[src/hw/prefetch_pkg.sv]
package prefetch_pkg;

  ////////////////////////////////////////
  // widths
  ////////////////////////////////////////

  localparam int ADDR_W  = 32;   // byte address
  localparam int LINE_W  = 128;  // one memory line
  localparam int INSTR_W = 32;   // word handed to the fetch stage
  localparam int HALF_W  = 16;   // compressed instruction size

  ////////////////////////////////////////
  // line geometry
  ////////////////////////////////////////

  localparam int LINE_OFFS_W    = 4;                // byte offset inside a line
  localparam int HALFS_PER_LINE = LINE_W / HALF_W;  // 8 halfwords

  // low two bits of a full instruction, anything else is compressed
  localparam logic [1:0] COMPRESSED_MASK = 2'b11;

  ////////////////////////////////////////
  // types
  ////////////////////////////////////////

  typedef logic [ADDR_W-1:0]  addr_t;
  typedef logic [LINE_W-1:0]  line_t;
  typedef logic [INSTR_W-1:0] instr_t;
  typedef logic [HALF_W-1:0]  half_t;

endpackage

[src/hw/instr_realign.sv]
`timescale 1ns/10ps

module instr_realign (
  input  logic                 clk,
  input  logic                 rst_n,

  input  logic                 branch_i,
  input  prefetch_pkg::addr_t  branch_addr_i,

  // fetch stage
  input  logic                 ready_i,
  output logic                 valid_o,
  output prefetch_pkg::instr_t rdata_o,
  output prefetch_pkg::addr_t  addr_o,

  // line fetcher
  input  logic                 line_valid_i,
  input  prefetch_pkg::line_t  line_data_i,
  output logic                 line_req_o,
  output prefetch_pkg::addr_t  next_line_addr_o,
  output logic                 line_taken_o
);

  import prefetch_pkg::*;

  addr_t ptr_q;        // address of the instruction on offer
  addr_t ptr_next;
  line_t cur_line_q;
  logic  cur_valid_q;
  logic  cross_q;      // upper half saved, cur_line_q is already the next line
  half_t save_q;

  line_t line_shift;
  half_t half_sel;
  logic  is_full;
  logic  at_last_half;
  logic  crossword;
  logic  handshake;
  logic  leave_line;

  ////////////////////////////////////////
  // decode at the pointer
  ////////////////////////////////////////

  // halfword at the pointer ends up in the low bits, its successor above it
  assign line_shift = cur_line_q >> {ptr_q[LINE_OFFS_W-1:1], 4'b0000};
  assign half_sel   = line_shift[HALF_W-1:0];

  assign at_last_half = (ptr_q[LINE_OFFS_W-1:1] == (LINE_OFFS_W-1)'(HALFS_PER_LINE - 1));

  // a joined crossword is always a full instruction
  assign is_full = cross_q | (half_sel[1:0] == COMPRESSED_MASK);

  // full instruction in the last halfword needs the next line
  assign crossword = cur_valid_q & ~cross_q & at_last_half & is_full;

  ////////////////////////////////////////
  // fetch stage side
  ////////////////////////////////////////

  assign valid_o   = cur_valid_q & ~crossword & ~branch_i;
  assign handshake = valid_o & ready_i;

  assign rdata_o = cross_q ? {cur_line_q[HALF_W-1:0], save_q}
                           : line_shift[INSTR_W-1:0];
  assign addr_o  = ptr_q;

  assign ptr_next = ptr_q + (is_full ? addr_t'(4) : addr_t'(2));

  // consumed instruction moves the pointer out of the current line
  assign leave_line = handshake & ~cross_q &
                      (ptr_next[ADDR_W-1:LINE_OFFS_W] != ptr_q[ADDR_W-1:LINE_OFFS_W]);

  ////////////////////////////////////////
  // fetcher side
  ////////////////////////////////////////

  // promote the held line when empty, when leaving the line, or for a crossword
  assign line_taken_o = line_valid_i & ~branch_i &
                        (~cur_valid_q | leave_line | crossword);

  // pointer in the last word and nothing prefetched yet
  assign line_req_o = cur_valid_q & ~cross_q & ~line_valid_i &
                      (ptr_q[LINE_OFFS_W-1:2] == '1);

  assign next_line_addr_o = {ptr_q[ADDR_W-1:LINE_OFFS_W] + 1'b1, {LINE_OFFS_W{1'b0}}};

  always_ff @(posedge clk or negedge rst_n) begin
    if (!rst_n) begin
      ptr_q       <= '0;
      cur_valid_q <= 1'b0;
      cross_q     <= 1'b0;
    end else if (branch_i) begin
      ptr_q       <= branch_addr_i;
      cur_valid_q <= 1'b0;  // line of the old path is useless
      cross_q     <= 1'b0;
    end else begin
      if (handshake) begin
        ptr_q <= ptr_next;
      end

      if (line_taken_o) begin
        cur_valid_q <= 1'b1;
      end else if (leave_line || crossword) begin
        cur_valid_q <= 1'b0;  // wait for the line still in flight
      end

      if (crossword) begin
        cross_q <= 1'b1;
      end else if (handshake) begin
        cross_q <= 1'b0;  // joined word consumed, pointer now in the new line
      end
    end
  end

  always_ff @(posedge clk) begin
    if (line_taken_o) begin
      cur_line_q <= line_data_i;
    end
    if (crossword) begin
      save_q <= half_sel;  // lower half of the crossword
    end
  end

endmodule

[src/hw/l0_line_fetch.sv]
`timescale 1ns/10ps

module l0_line_fetch (
  input  logic                clk,
  input  logic                rst_n,

  // redirect from the fetch stage
  input  logic                branch_i,
  input  prefetch_pkg::addr_t branch_addr_i,

  // from the realigner
  input  logic                line_req_i,
  input  prefetch_pkg::addr_t next_line_addr_i,
  input  logic                line_taken_i,

  // instruction memory
  output logic                instr_req_o,
  output prefetch_pkg::addr_t instr_addr_o,
  input  logic                instr_gnt_i,
  input  logic                instr_rvalid_i,
  input  prefetch_pkg::line_t instr_rdata_i,

  // held line toward the realigner
  output logic                line_valid_o,
  output prefetch_pkg::line_t line_data_o,

  output logic                busy_o
);

  import prefetch_pkg::*;

  typedef enum logic [2:0] {
    S_IDLE,
    S_WAIT_GNT,
    S_WAIT_RVALID,
    S_ABORTED,
    S_HOLD
  } fetch_state_e;

  fetch_state_e state_q, state_n;
  addr_t        addr_q;    // line of the pending or outstanding request
  addr_t        req_addr;
  logic         issue;     // put a request on the bus this cycle
  logic         load;      // capture the returned line
  line_t        line_q;

  // a branch target always wins over the sequential line
  always_comb begin
    if (branch_i) begin
      req_addr = branch_addr_i;
    end else if (state_q == S_IDLE) begin
      req_addr = next_line_addr_i;
    end else begin
      req_addr = addr_q;
    end
  end

  ////////////////////////////////////////
  // request FSM
  ////////////////////////////////////////

  always_comb begin
    state_n = state_q;
    issue   = 1'b0;
    load    = 1'b0;

    case (state_q)
      S_IDLE: begin
        issue = branch_i | line_req_i;
      end
      S_WAIT_GNT: begin
        issue = 1'b1;  // keep asking until granted
      end
      S_WAIT_RVALID: begin
        if (instr_rvalid_i) begin
          load    = ~branch_i;  // a line arriving with the branch is already stale
          issue   = branch_i;
          state_n = S_HOLD;
        end else if (branch_i) begin
          state_n = S_ABORTED;
        end
      end
      S_ABORTED: begin
        // old response still in flight, drop it and only then go for the target
        issue = instr_rvalid_i;
      end
      S_HOLD: begin
        issue = branch_i;
        if (line_taken_i) begin
          state_n = S_IDLE;
        end
      end
      default: begin
        state_n = S_IDLE;
      end
    endcase

    if (issue) begin
      state_n = instr_gnt_i ? S_WAIT_RVALID : S_WAIT_GNT;
    end
  end

  always_ff @(posedge clk or negedge rst_n) begin
    if (!rst_n) begin
      state_q <= S_IDLE;
      addr_q  <= '0;
    end else begin
      state_q <= state_n;
      if (issue || branch_i) begin
        addr_q <= req_addr;  // also remembers a target seen while aborted
      end
    end
  end

  // one-line response buffer
  always_ff @(posedge clk) begin
    if (load) begin
      line_q <= instr_rdata_i;
    end
  end

  assign instr_req_o  = issue;
  assign instr_addr_o = {req_addr[ADDR_W-1:LINE_OFFS_W], {LINE_OFFS_W{1'b0}}};

  assign line_valid_o = (state_q == S_HOLD);
  assign line_data_o  = line_q;

  assign busy_o = issue | (state_q == S_WAIT_RVALID) | (state_q == S_ABORTED);

endmodule

[src/hw/prefetch_l0_top.sv]
`timescale 1ns/10ps

module prefetch_l0_top (
  input  logic                 clk,
  input  logic                 rst_n,

  // fetch stage
  input  logic                 branch_i,
  input  prefetch_pkg::addr_t  branch_addr_i,
  input  logic                 ready_i,
  output logic                 valid_o,
  output prefetch_pkg::instr_t rdata_o,
  output prefetch_pkg::addr_t  addr_o,

  // instruction memory
  output logic                 instr_req_o,
  output prefetch_pkg::addr_t  instr_addr_o,
  input  logic                 instr_gnt_i,
  input  logic                 instr_rvalid_i,
  input  prefetch_pkg::line_t  instr_rdata_i,

  output logic                 busy_o
);

  import prefetch_pkg::*;

  logic  line_req;        // next sequential line wanted
  addr_t next_line_addr;
  logic  line_taken;      // held line promoted to current
  logic  line_valid;
  line_t line_data;

  l0_line_fetch i_l0_line_fetch (
    .clk              (clk),
    .rst_n            (rst_n),
    .branch_i         (branch_i),
    .branch_addr_i    (branch_addr_i),
    .line_req_i       (line_req),
    .next_line_addr_i (next_line_addr),
    .line_taken_i     (line_taken),
    .instr_req_o      (instr_req_o),
    .instr_addr_o     (instr_addr_o),
    .instr_gnt_i      (instr_gnt_i),
    .instr_rvalid_i   (instr_rvalid_i),
    .instr_rdata_i    (instr_rdata_i),
    .line_valid_o     (line_valid),
    .line_data_o      (line_data),
    .busy_o           (busy_o)
  );

  instr_realign i_instr_realign (
    .clk              (clk),
    .rst_n            (rst_n),
    .branch_i         (branch_i),
    .branch_addr_i    (branch_addr_i),
    .ready_i          (ready_i),
    .valid_o          (valid_o),
    .rdata_o          (rdata_o),
    .addr_o           (addr_o),
    .line_valid_i     (line_valid),
    .line_data_i      (line_data),
    .line_req_o       (line_req),
    .next_line_addr_o (next_line_addr),
    .line_taken_o     (line_taken)
  );

endmodule

[config.mk]
export PLATFORM = sky130hd
export DESIGN_NAME = prefetch_l0_top
export DESIGN_NICKNAME = d
export VERILOG_FILES = /design/src/hw/prefetch_pkg.sv /design/src/hw/instr_realign.sv /design/src/hw/l0_line_fetch.sv /design/src/hw/prefetch_l0_top.sv
export SDC_FILE = /design/constraint.sdc
export NUM_CORES = 1
export LEC_CHECK = 0
export ABC_AREA = 1
export CAP_MARGIN = 0
export CORE_MARGIN = 2
export CORE_UTILIZATION = 25
export DETAILED_ROUTE_END_ITERATION = 7
export DONT_BUFFER_PORTS = 1
export SETUP_SLACK_MARGIN = 0.15
export SYNTH_ARGS = -nofsm -noshare
export SYNTH_HDL_FRONTEND = slang
export SYNTH_HIERARCHICAL = 1
export SYNTH_SLANG_ARGS = --single-unit
[constraint.sdc]
create_clock -name clk -period 15.9 [get_ports clk]
set_input_delay 3.18 -clock clk [delete_from_list [all_inputs] [get_ports clk]]
set_output_delay 3.18 -clock clk [all_outputs]
set_load 0.05 [all_outputs]
==> out/qor.log, run 1 <==
INFO  status         run_status=complete, no violations
INFO  power          switchingPower=1.40mW
INFO  run            cap_violations=0
INFO  cells_and_area area_grow_syn2layout=13.5%
INFO  setup_path     critPathRequiredTime=12.72ns
INFO  grt            antenna_violations_before_repair=17
INFO  floorplan      core_area=0.0629mm^2
INFO  routing        vias_per_cell=4.64
INFO  clock_tree     post_cts_resized=0
INFO  power          p_total=3.29mW
INFO  yosys          yosys_warnings=6
INFO  sta            final.hold.worst_slack=0.389ns
INFO  grt            grt_remaining_overflow=0
INFO  routing        avgRoutedWirePerCell=20.1um
INFO  clock_tree     clock_tree.htree_level_count=2
INFO  placement      gp_routability_congestion=0.908
INFO  power          p_int=1.89mW
INFO  clock_tree     clk_latency=0.59ns
INFO  sta            fmax=0.131GHz
INFO  clock_tree     clk_root_buffer_cell=clkbuf_16
INFO  grt            grt_first_pass_wirelength=70.8mm
INFO  setup_path     critPathSlowestCell=buf_4
INFO  setup_path     critPathMaxStageDelay=0.53ns
INFO  sta            timing.slew.headroom=14.3%
INFO  setup_path     worstPathCellList=inv_2 -> buf_4 -> o21ai_1 -> inv_1
INFO  sta            setup_violations=0
INFO  sta            rsz0062_at_grt=false
INFO  power          vdd_ir_drop_max=0.000124V
INFO  clock_tree     tritoncts.num_buffers=41
INFO  setup_path     setup.worst_path.class=in -> out
INFO  power          sequentialPowerShare=36.3%
INFO  clock_tree     post-cts-setup-buffers=0
INFO  floorplan      die_h=256um
INFO  cells_and_area layout_common_cells=nand2_1, edfxtp_1, nor2_1, inv_1, o21ai_0
INFO  placement      place_inst=2301
INFO  setup_path     critical_path.n_buffers_inverters=3
INFO  sta            fin_worst_skew=0.0419ns
INFO  grt            grt.total_usage=14.4%
INFO  routing        detailedRoute.firstIterationViolations=800
INFO  yosys          netlist_instances=1523
INFO  power          leakage=6.55nW
INFO  clock_tree     clk_path_buf_depth=3
INFO  sta            tightest_slew=1.28ns
INFO  floorplan      chipWidth=256um
INFO  cells_and_area fillers=6567
INFO  routing        drt_pre_antenna_iters=8
INFO  placement      dp_hpwl=34.0mm
INFO  power          power_frac_comb=34.6%
INFO  setup_path     critPathLaunch=branch_i
INFO  clock_tree     cts_hold_buf=0
INFO  sta            final_cycle_share=48.1%
INFO  cells_and_area nNetsFinal=1668
INFO  setup_path     setup.worst_path.end_class=output pin
INFO  sta            setup-tns-final=0ns
INFO  sta            count_of_final_max_slew_check_failures=0
INFO  sta            period_minus_slack=7.65ns
INFO  power          power-per-cell-area=183mW/mm^2
INFO  cells_and_area post-route-cell-area=0.0180mm^2
INFO  yosys          syn_avg_cell_area=10.4um^2
INFO  cells_and_area instances_no_fill=2381
INFO  routing        postRouteWirelength=47.9mm
INFO  placement      port_buffers=0
INFO  clock_tree     cts_tree=yes
INFO  floorplan      floorplan.io_pins=265
INFO  setup_path     start_kind=input port
INFO  min_path       hold_class=reg -> reg
INFO  yosys          synth.cell_area=0.0158mm^2
INFO  grt            largest_net_degree_at_the_start_of_global_routing=98
INFO  routing        drt.antenna.violating_nets=0
INFO  floorplan      design.die.area=0.0653mm^2
INFO  setup_path     critPathArrivalTime=4.47ns
INFO  setup_path     rr_startpoint=i_instr_realign/addr_o[1]$_DFFE_PN0N_
INFO  power          netSwitchingFraction=42.5%
INFO  min_path       timing.hold.worst.start=i_l0_line_fetch/line_data_o[13]$_DFFE_PP_
INFO  cells_and_area mostFrequentLayoutCell=nand2_1
INFO  cells_and_area drive_above_1_share=12.8%
INFO  power          power.clock.fraction=29.1%
INFO  setup_path     cp_top_family=buffers and inverters
INFO  clock_tree     clk_pin_slew_worst_paths=0.06ns
INFO  setup_path     critical_path_peak_fanout=58
INFO  routing        detailroute.via_count=11042
INFO  floorplan      start_util=25.2%
INFO  grt            first_global_vias=11007
INFO  routing        drcViolationCount=0
INFO  clock_tree     cts_sinks=337
INFO  floorplan      core.rowCount=92
INFO  sta            final_hold_viol_count=0
INFO  placement      dpl-instance-area=0.0165mm^2
cell type report:
| type | count | area, um^2 | area share, % |
|---|---|---|---|
| Inverter | 109 | 415 | 2.31 |
| Clock buffer | 45 | 1040 | 5.80 |
| Clock inverter | 29 | 359 | 2.00 |
| Timing Repair Buffer | 23 | 173 | 0.961 |
| Tap cell | 846 | 1060 | 5.89 |
| Antenna cell | 6 | 15.0 | 0.0836 |
| Multi-Input combinational cell | 986 | 5100 | 28.4 |
| Sequential cell | 337 | 9800 | 54.6 |
flip-flops by register name, indices dropped and copies added (netlist names):
signal,cells
i_l0_line_fetch/state_q,3
i_instr_realign/cross_q,1
i_l0_line_fetch/addr_q,28
i_instr_realign/addr_o,32
i_instr_realign/cur_line_q,128
i_instr_realign/cur_valid_q,1
i_instr_realign/save_q,16
i_l0_line_fetch/line_data_o,128
through the flow:
step | utilization [%] | worst slack, ns
2_1_floorplan | - | 6.63
3_3_place_gp | 26.3 | 8.32
3_5_place_dp | 26.3 | 8.27
4_1_cts | 28.5 | 8.27
5_1_grt | 28.6 | 8.11
6_report | 28.6 | 8.25
worst register-to-register path, delay by kind of cell, from the launching register on:
kind / cells / cell delay [ns]
compound gates: 2 / 0.49
fa+ha+maj: 2 / 0.55
flops: 1 / 0.89
buf+inv: 7 / 2.50
simple gates: 9 / 1.13
layer usage:
layer	global-route usage (%)	wire (um)	share of wire, %
met1	15.9	18000	38
met2	25.2	23500	49
met3	6.16	5140	11
met4	3.95	1200	2.5
met5	0	51	0.11
power by group through the flow:
stage	combinational, mW	sequential, mW	clock (mW)
2_1_floorplan	0.942	1.19	0
3_3_place_gp	1.13	1.21	0
3_5_place_dp	1.14	1.21	0
4_1_cts	1.15	1.19	0.987
5_1_grt	1.24	1.21	1.02
6_report	1.14	1.19	0.956
final timing paths:
path                                                                   to  slack [ns]  cells after the start
worst max-delay path                                      instr_addr_o[6]        8.25                      4
min in group asynchronous          i_instr_realign/addr_o[31]$_DFFE_PN0N_        2.29                      0
worst max register to register  i_instr_realign/cur_line_q[101]$_DFFE_PP_        9.89                     20
worst min-delay path             i_instr_realign/cur_line_q[13]$_DFFE_PP_        0.39                      0
max in group asynchronous          i_instr_realign/addr_o[27]$_DFFE_PN0N_       13.49                      0
worst min register to register   i_instr_realign/cur_line_q[13]$_DFFE_PP_        0.39                      0
(Power assumes the default switching activity.)
==> run 2, diff against run 1 <==
==> constraint.sdc (replaced) <==
create_clock -name clk -period 6.8 [get_ports clk]
set_input_delay 1.36 -clock clk [delete_from_list [all_inputs] [get_ports clk]]
set_output_delay 1.36 -clock clk [all_outputs]
set_load 0.05 [all_outputs]
==> out/qor.log, run 2 (same netlist as run 1, synthesis figures left out) <==
INFO  setup_path     critical_path_peak_fanout=103 [was 58]
INFO  sta            period_minus_slack=5.15ns
INFO  sta            final_critical_path_setup_slack=1.65ns [was 8.25 ns]
INFO  sta            final_hold_viol_count=0 [unchanged]
INFO  sta            fmax=0.194GHz
INFO  clock_tree     cts_hold_buf=0 [unchanged]
INFO  sta            setup-tns-final=0ns [unchanged]
INFO  routing        avgRoutedWirePerCell=20.0um [was 20.1 um]
INFO  cells_and_area area_grow_syn2layout=13.1% [was 13.5%]
INFO  floorplan      design.die.area=0.0653mm^2 [unchanged]
INFO  power          power_frac_comb=35.1% [was 34.6%]
INFO  power          sequentialPowerShare=36.4% [was 36.3%]
INFO  setup_path     setup.worst_path.class=reg -> out [was in -> out]
INFO  floorplan      core.rowCount=92 [unchanged]
INFO  sta            setup_violations=0 [unchanged]
INFO  clock_tree     clk_root_buffer_cell=clkbuf_16 [unchanged]
INFO  floorplan      die_h=256um [unchanged]
INFO  placement      gp_routability_congestion=0.902 [was 0.908]
INFO  setup_path     cp_top_family=compound AO/OA/AOI/OAI gates [was buffers and inverters]
INFO  cells_and_area post-route-cell-area=0.0179mm^2 [was 0.0180 mm^2]
INFO  clock_tree     tritoncts.num_buffers=39 [was 41]
INFO  sta            final_cycle_share=75.7%
INFO  placement      dp_hpwl=34.0mm [about the same]
INFO  placement      port_buffers=0 [unchanged]
INFO  floorplan      core_area=0.0629mm^2 [unchanged]
INFO  routing        drt.antenna.violating_nets=0 [unchanged]
INFO  run            cap_violations=0 [unchanged]
INFO  cells_and_area layout_common_cells=nand2_1, edfxtp_1, nor2_1, inv_1, o21ai_0 [unchanged]
INFO  clock_tree     post_cts_resized=0 [unchanged]
INFO  placement      pre_cts_slack=1.94ns [was 8.27 ns]
INFO  placement      dpl-instance-area=0.0165mm^2 [about the same]
INFO  power          netSwitchingFraction=42.7% [was 42.5%]
INFO  power          vdd_ir_drop_max=0.000247V [was 0.000124 V]
INFO  setup_path     critPathArrivalTime=3.79ns [was 4.47 ns]
INFO  power          leakage=6.50nW [was 6.55 nW]
INFO  sta            tightest_slew=1.33ns [was 1.28 ns]
INFO  grt            largest_net_degree_at_the_start_of_global_routing=104 [was 98]
INFO  setup_path     critPathMaxStageDelay=1.02ns [was 0.53 ns]
INFO  cells_and_area nNetsFinal=1665 [was 1668]
INFO  setup_path     timing.critical_path.mode_cell=a31oi_1
INFO  power          power-per-cell-area=426mW/mm^2 [was 183 mW/mm^2]
INFO  setup_path     critPathSlowestCell=a31oi_1 [was buf_4]
INFO  clock_tree     cts_tree=yes [unchanged]
INFO  setup_path     start_kind=flop [was input port]
INFO  power          switchingPower=3.26mW [was 1.40 mW]
INFO  cells_and_area instances_no_fill=2376 [was 2381]
INFO  sta            final.hold.worst_slack=0.416ns [was 0.389 ns]
INFO  clock_tree     clk_path_buf_depth=3 [unchanged]
INFO  routing        detailroute.via_count=11204 [was 11042]
INFO  setup_path     critical_path.n_buffers_inverters=1 [was 3]
INFO  grt            grt_remaining_overflow=0 [unchanged]
INFO  setup_path     rr_startpoint=i_instr_realign/addr_o[2]$_DFFE_PN0N_ [was i_instr_realign/addr_o[1]$_DFFE_PN0N_]
INFO  sta            timing.slew.headroom=11.1% [was 14.3%]
INFO  power          power.clock.fraction=28.5% [was 29.1%]
INFO  setup_path     worstPathCellList=buf_4 -> nor2_2 -> a31oi_1 -> a31oi_1 [was inv_2 -> buf_4 -> o21ai_1 -> inv_1]
INFO  routing        detailedRoute.firstIterationViolations=990 [was 800]
INFO  cells_and_area fillers=6536 [was 6567]
INFO  power          p_int=4.37mW [was 1.89 mW]
INFO  sta            rsz0062_at_grt=false [unchanged]
INFO  sta            count_of_final_max_slew_check_failures=0 [unchanged]
INFO  grt            grt.total_usage=14.2% [was 14.4%]
INFO  cells_and_area mostFrequentLayoutCell=nand2_1 [unchanged]
INFO  routing        drt_pre_antenna_iters=5 [was 8]
INFO  floorplan      floorplan.io_pins=265 [unchanged]
INFO  grt            antenna_violations_before_repair=19 [was 17]
INFO  clock_tree     post-cts-setup-buffers=0 [unchanged]
INFO  cells_and_area final-seq-area=0.00980mm^2 [unchanged]
INFO  floorplan      start_util=25.2% [unchanged]
INFO  clock_tree     clock_tree.htree_level_count=2 [unchanged]
INFO  clock_tree     clk_latency=0.56ns [was 0.59 ns]
INFO  clock_tree     clk_pin_slew_worst_paths=0.06ns [about the same]
INFO  cells_and_area fin_util=28.5% [was 28.6%]
INFO  routing        postRouteWirelength=47.5mm [was 47.9 mm]
INFO  floorplan      chipWidth=256um [unchanged]
INFO  cells_and_area multiInputGateArea=0.00509mm^2 [was 0.00510 mm^2]
INFO  setup_path     critPathRequiredTime=5.44ns [was 12.72 ns]
INFO  sta            fin_worst_skew=0.0149ns [was 0.0419 ns]
INFO  min_path       hold_class=reg -> reg [unchanged]
INFO  setup_path     critPathLaunch=i_instr_realign/addr_o[1]$_DFFE_PN0N_ [was branch_i]
INFO  grt            grt_first_pass_wirelength=70.7mm [was 70.8 mm]
INFO  status         run_status=complete, no violations [unchanged]
INFO  min_path       timing.hold.worst.start=i_l0_line_fetch/line_data_o[92]$_DFFE_PP_ [was i_l0_line_fetch/line_data_o[13]$_DFFE_PP_]
INFO  clock_tree     cts_sinks=337 [unchanged]
INFO  placement      place_inst=2300 [was 2301]
INFO  routing        drcViolationCount=0 [unchanged]
INFO  cells_and_area drive_above_1_share=12.9% [was 12.8%]
INFO  routing        vias_per_cell=4.72 [was 4.64]
INFO  power          p_total=7.63mW [was 3.29 mW]
INFO  setup_path     setup.worst_path.end_class=output pin [unchanged]
INFO  grt            first_global_vias=11002 [was 11007]
==> run 2: cell type report <==
| class | instances | share of cell area (%) |
|---|---|---|
| well taps | 846 | 5.91 |
| inverters | 109 | 2.32 |
| clock inverters | 29 | 1.94 |
| diodes | 4 | 0.0559 |
| flip-flops and latches | 337 | 54.8 |
| multi-input cells | 986 | 28.5 |
| repair buffers | 22 | 1.01 |
| clock buffers | 43 | 5.54 |
==> run 2: power by group through the flow <==
stage                     clock network (mW)  logic (mW)  registers (mW)
after floorplan                            0        2.20            2.77
after global placement                     0        2.62            2.81
after detailed placement                   0        2.67            2.82
after CTS                               2.24        2.68            2.78
after global routing                    2.33        2.92            2.80
final                                   2.18        2.68            2.77
==> run 2: path summary, 6_finish.rpt <==
path | endpoint | slack, ns | cells past startpoint
min reg2reg | i_instr_realign/cur_line_q[92]$_DFFE_PP_ | 0.42 | 0
min | i_instr_realign/cur_line_q[92]$_DFFE_PP_ | 0.42 | 0
min in group asynchronous | i_instr_realign/addr_o[31]$_DFFE_PN0N_ | 0.49 | 0
max | rdata_o[30] | 1.65 | 4
max reg2reg | i_instr_realign/cur_line_q[71]$_DFFE_PP_ | 1.92 | 18
max in group asynchronous | i_instr_realign/addr_o[3]$_DFFE_PN0N_ | 6.20 | 0
==> run 2: layer usage <==
metal,track usage (%),share of wire (%),vias to the layer above
met5,0,0.14,-
met4,4.35,3.0,10
met3,6.56,12,110
met2,24.4,48,497
met1,15.7,37,5402
li1,-,-,5185
==> run 2: worst register-to-register path, stage by stage, from the launching register on <==
cell      delay, ns
dfrtp_2        0.40
inv_2          0.13
buf_4          0.69
nand3_1        0.18
nand2_1        0.09
nand2_1        0.08
nand3_2        0.14
inv_1          0.06
nor2_1         0.15
inv_1          0.10
fa_1           0.42
inv_1          0.07
nand2_1        0.07
nor2_2         0.25
o21ai_0        0.15
o311ai_0       0.32
nand2_1        0.16
inv_4          0.60
buf_12         0.44
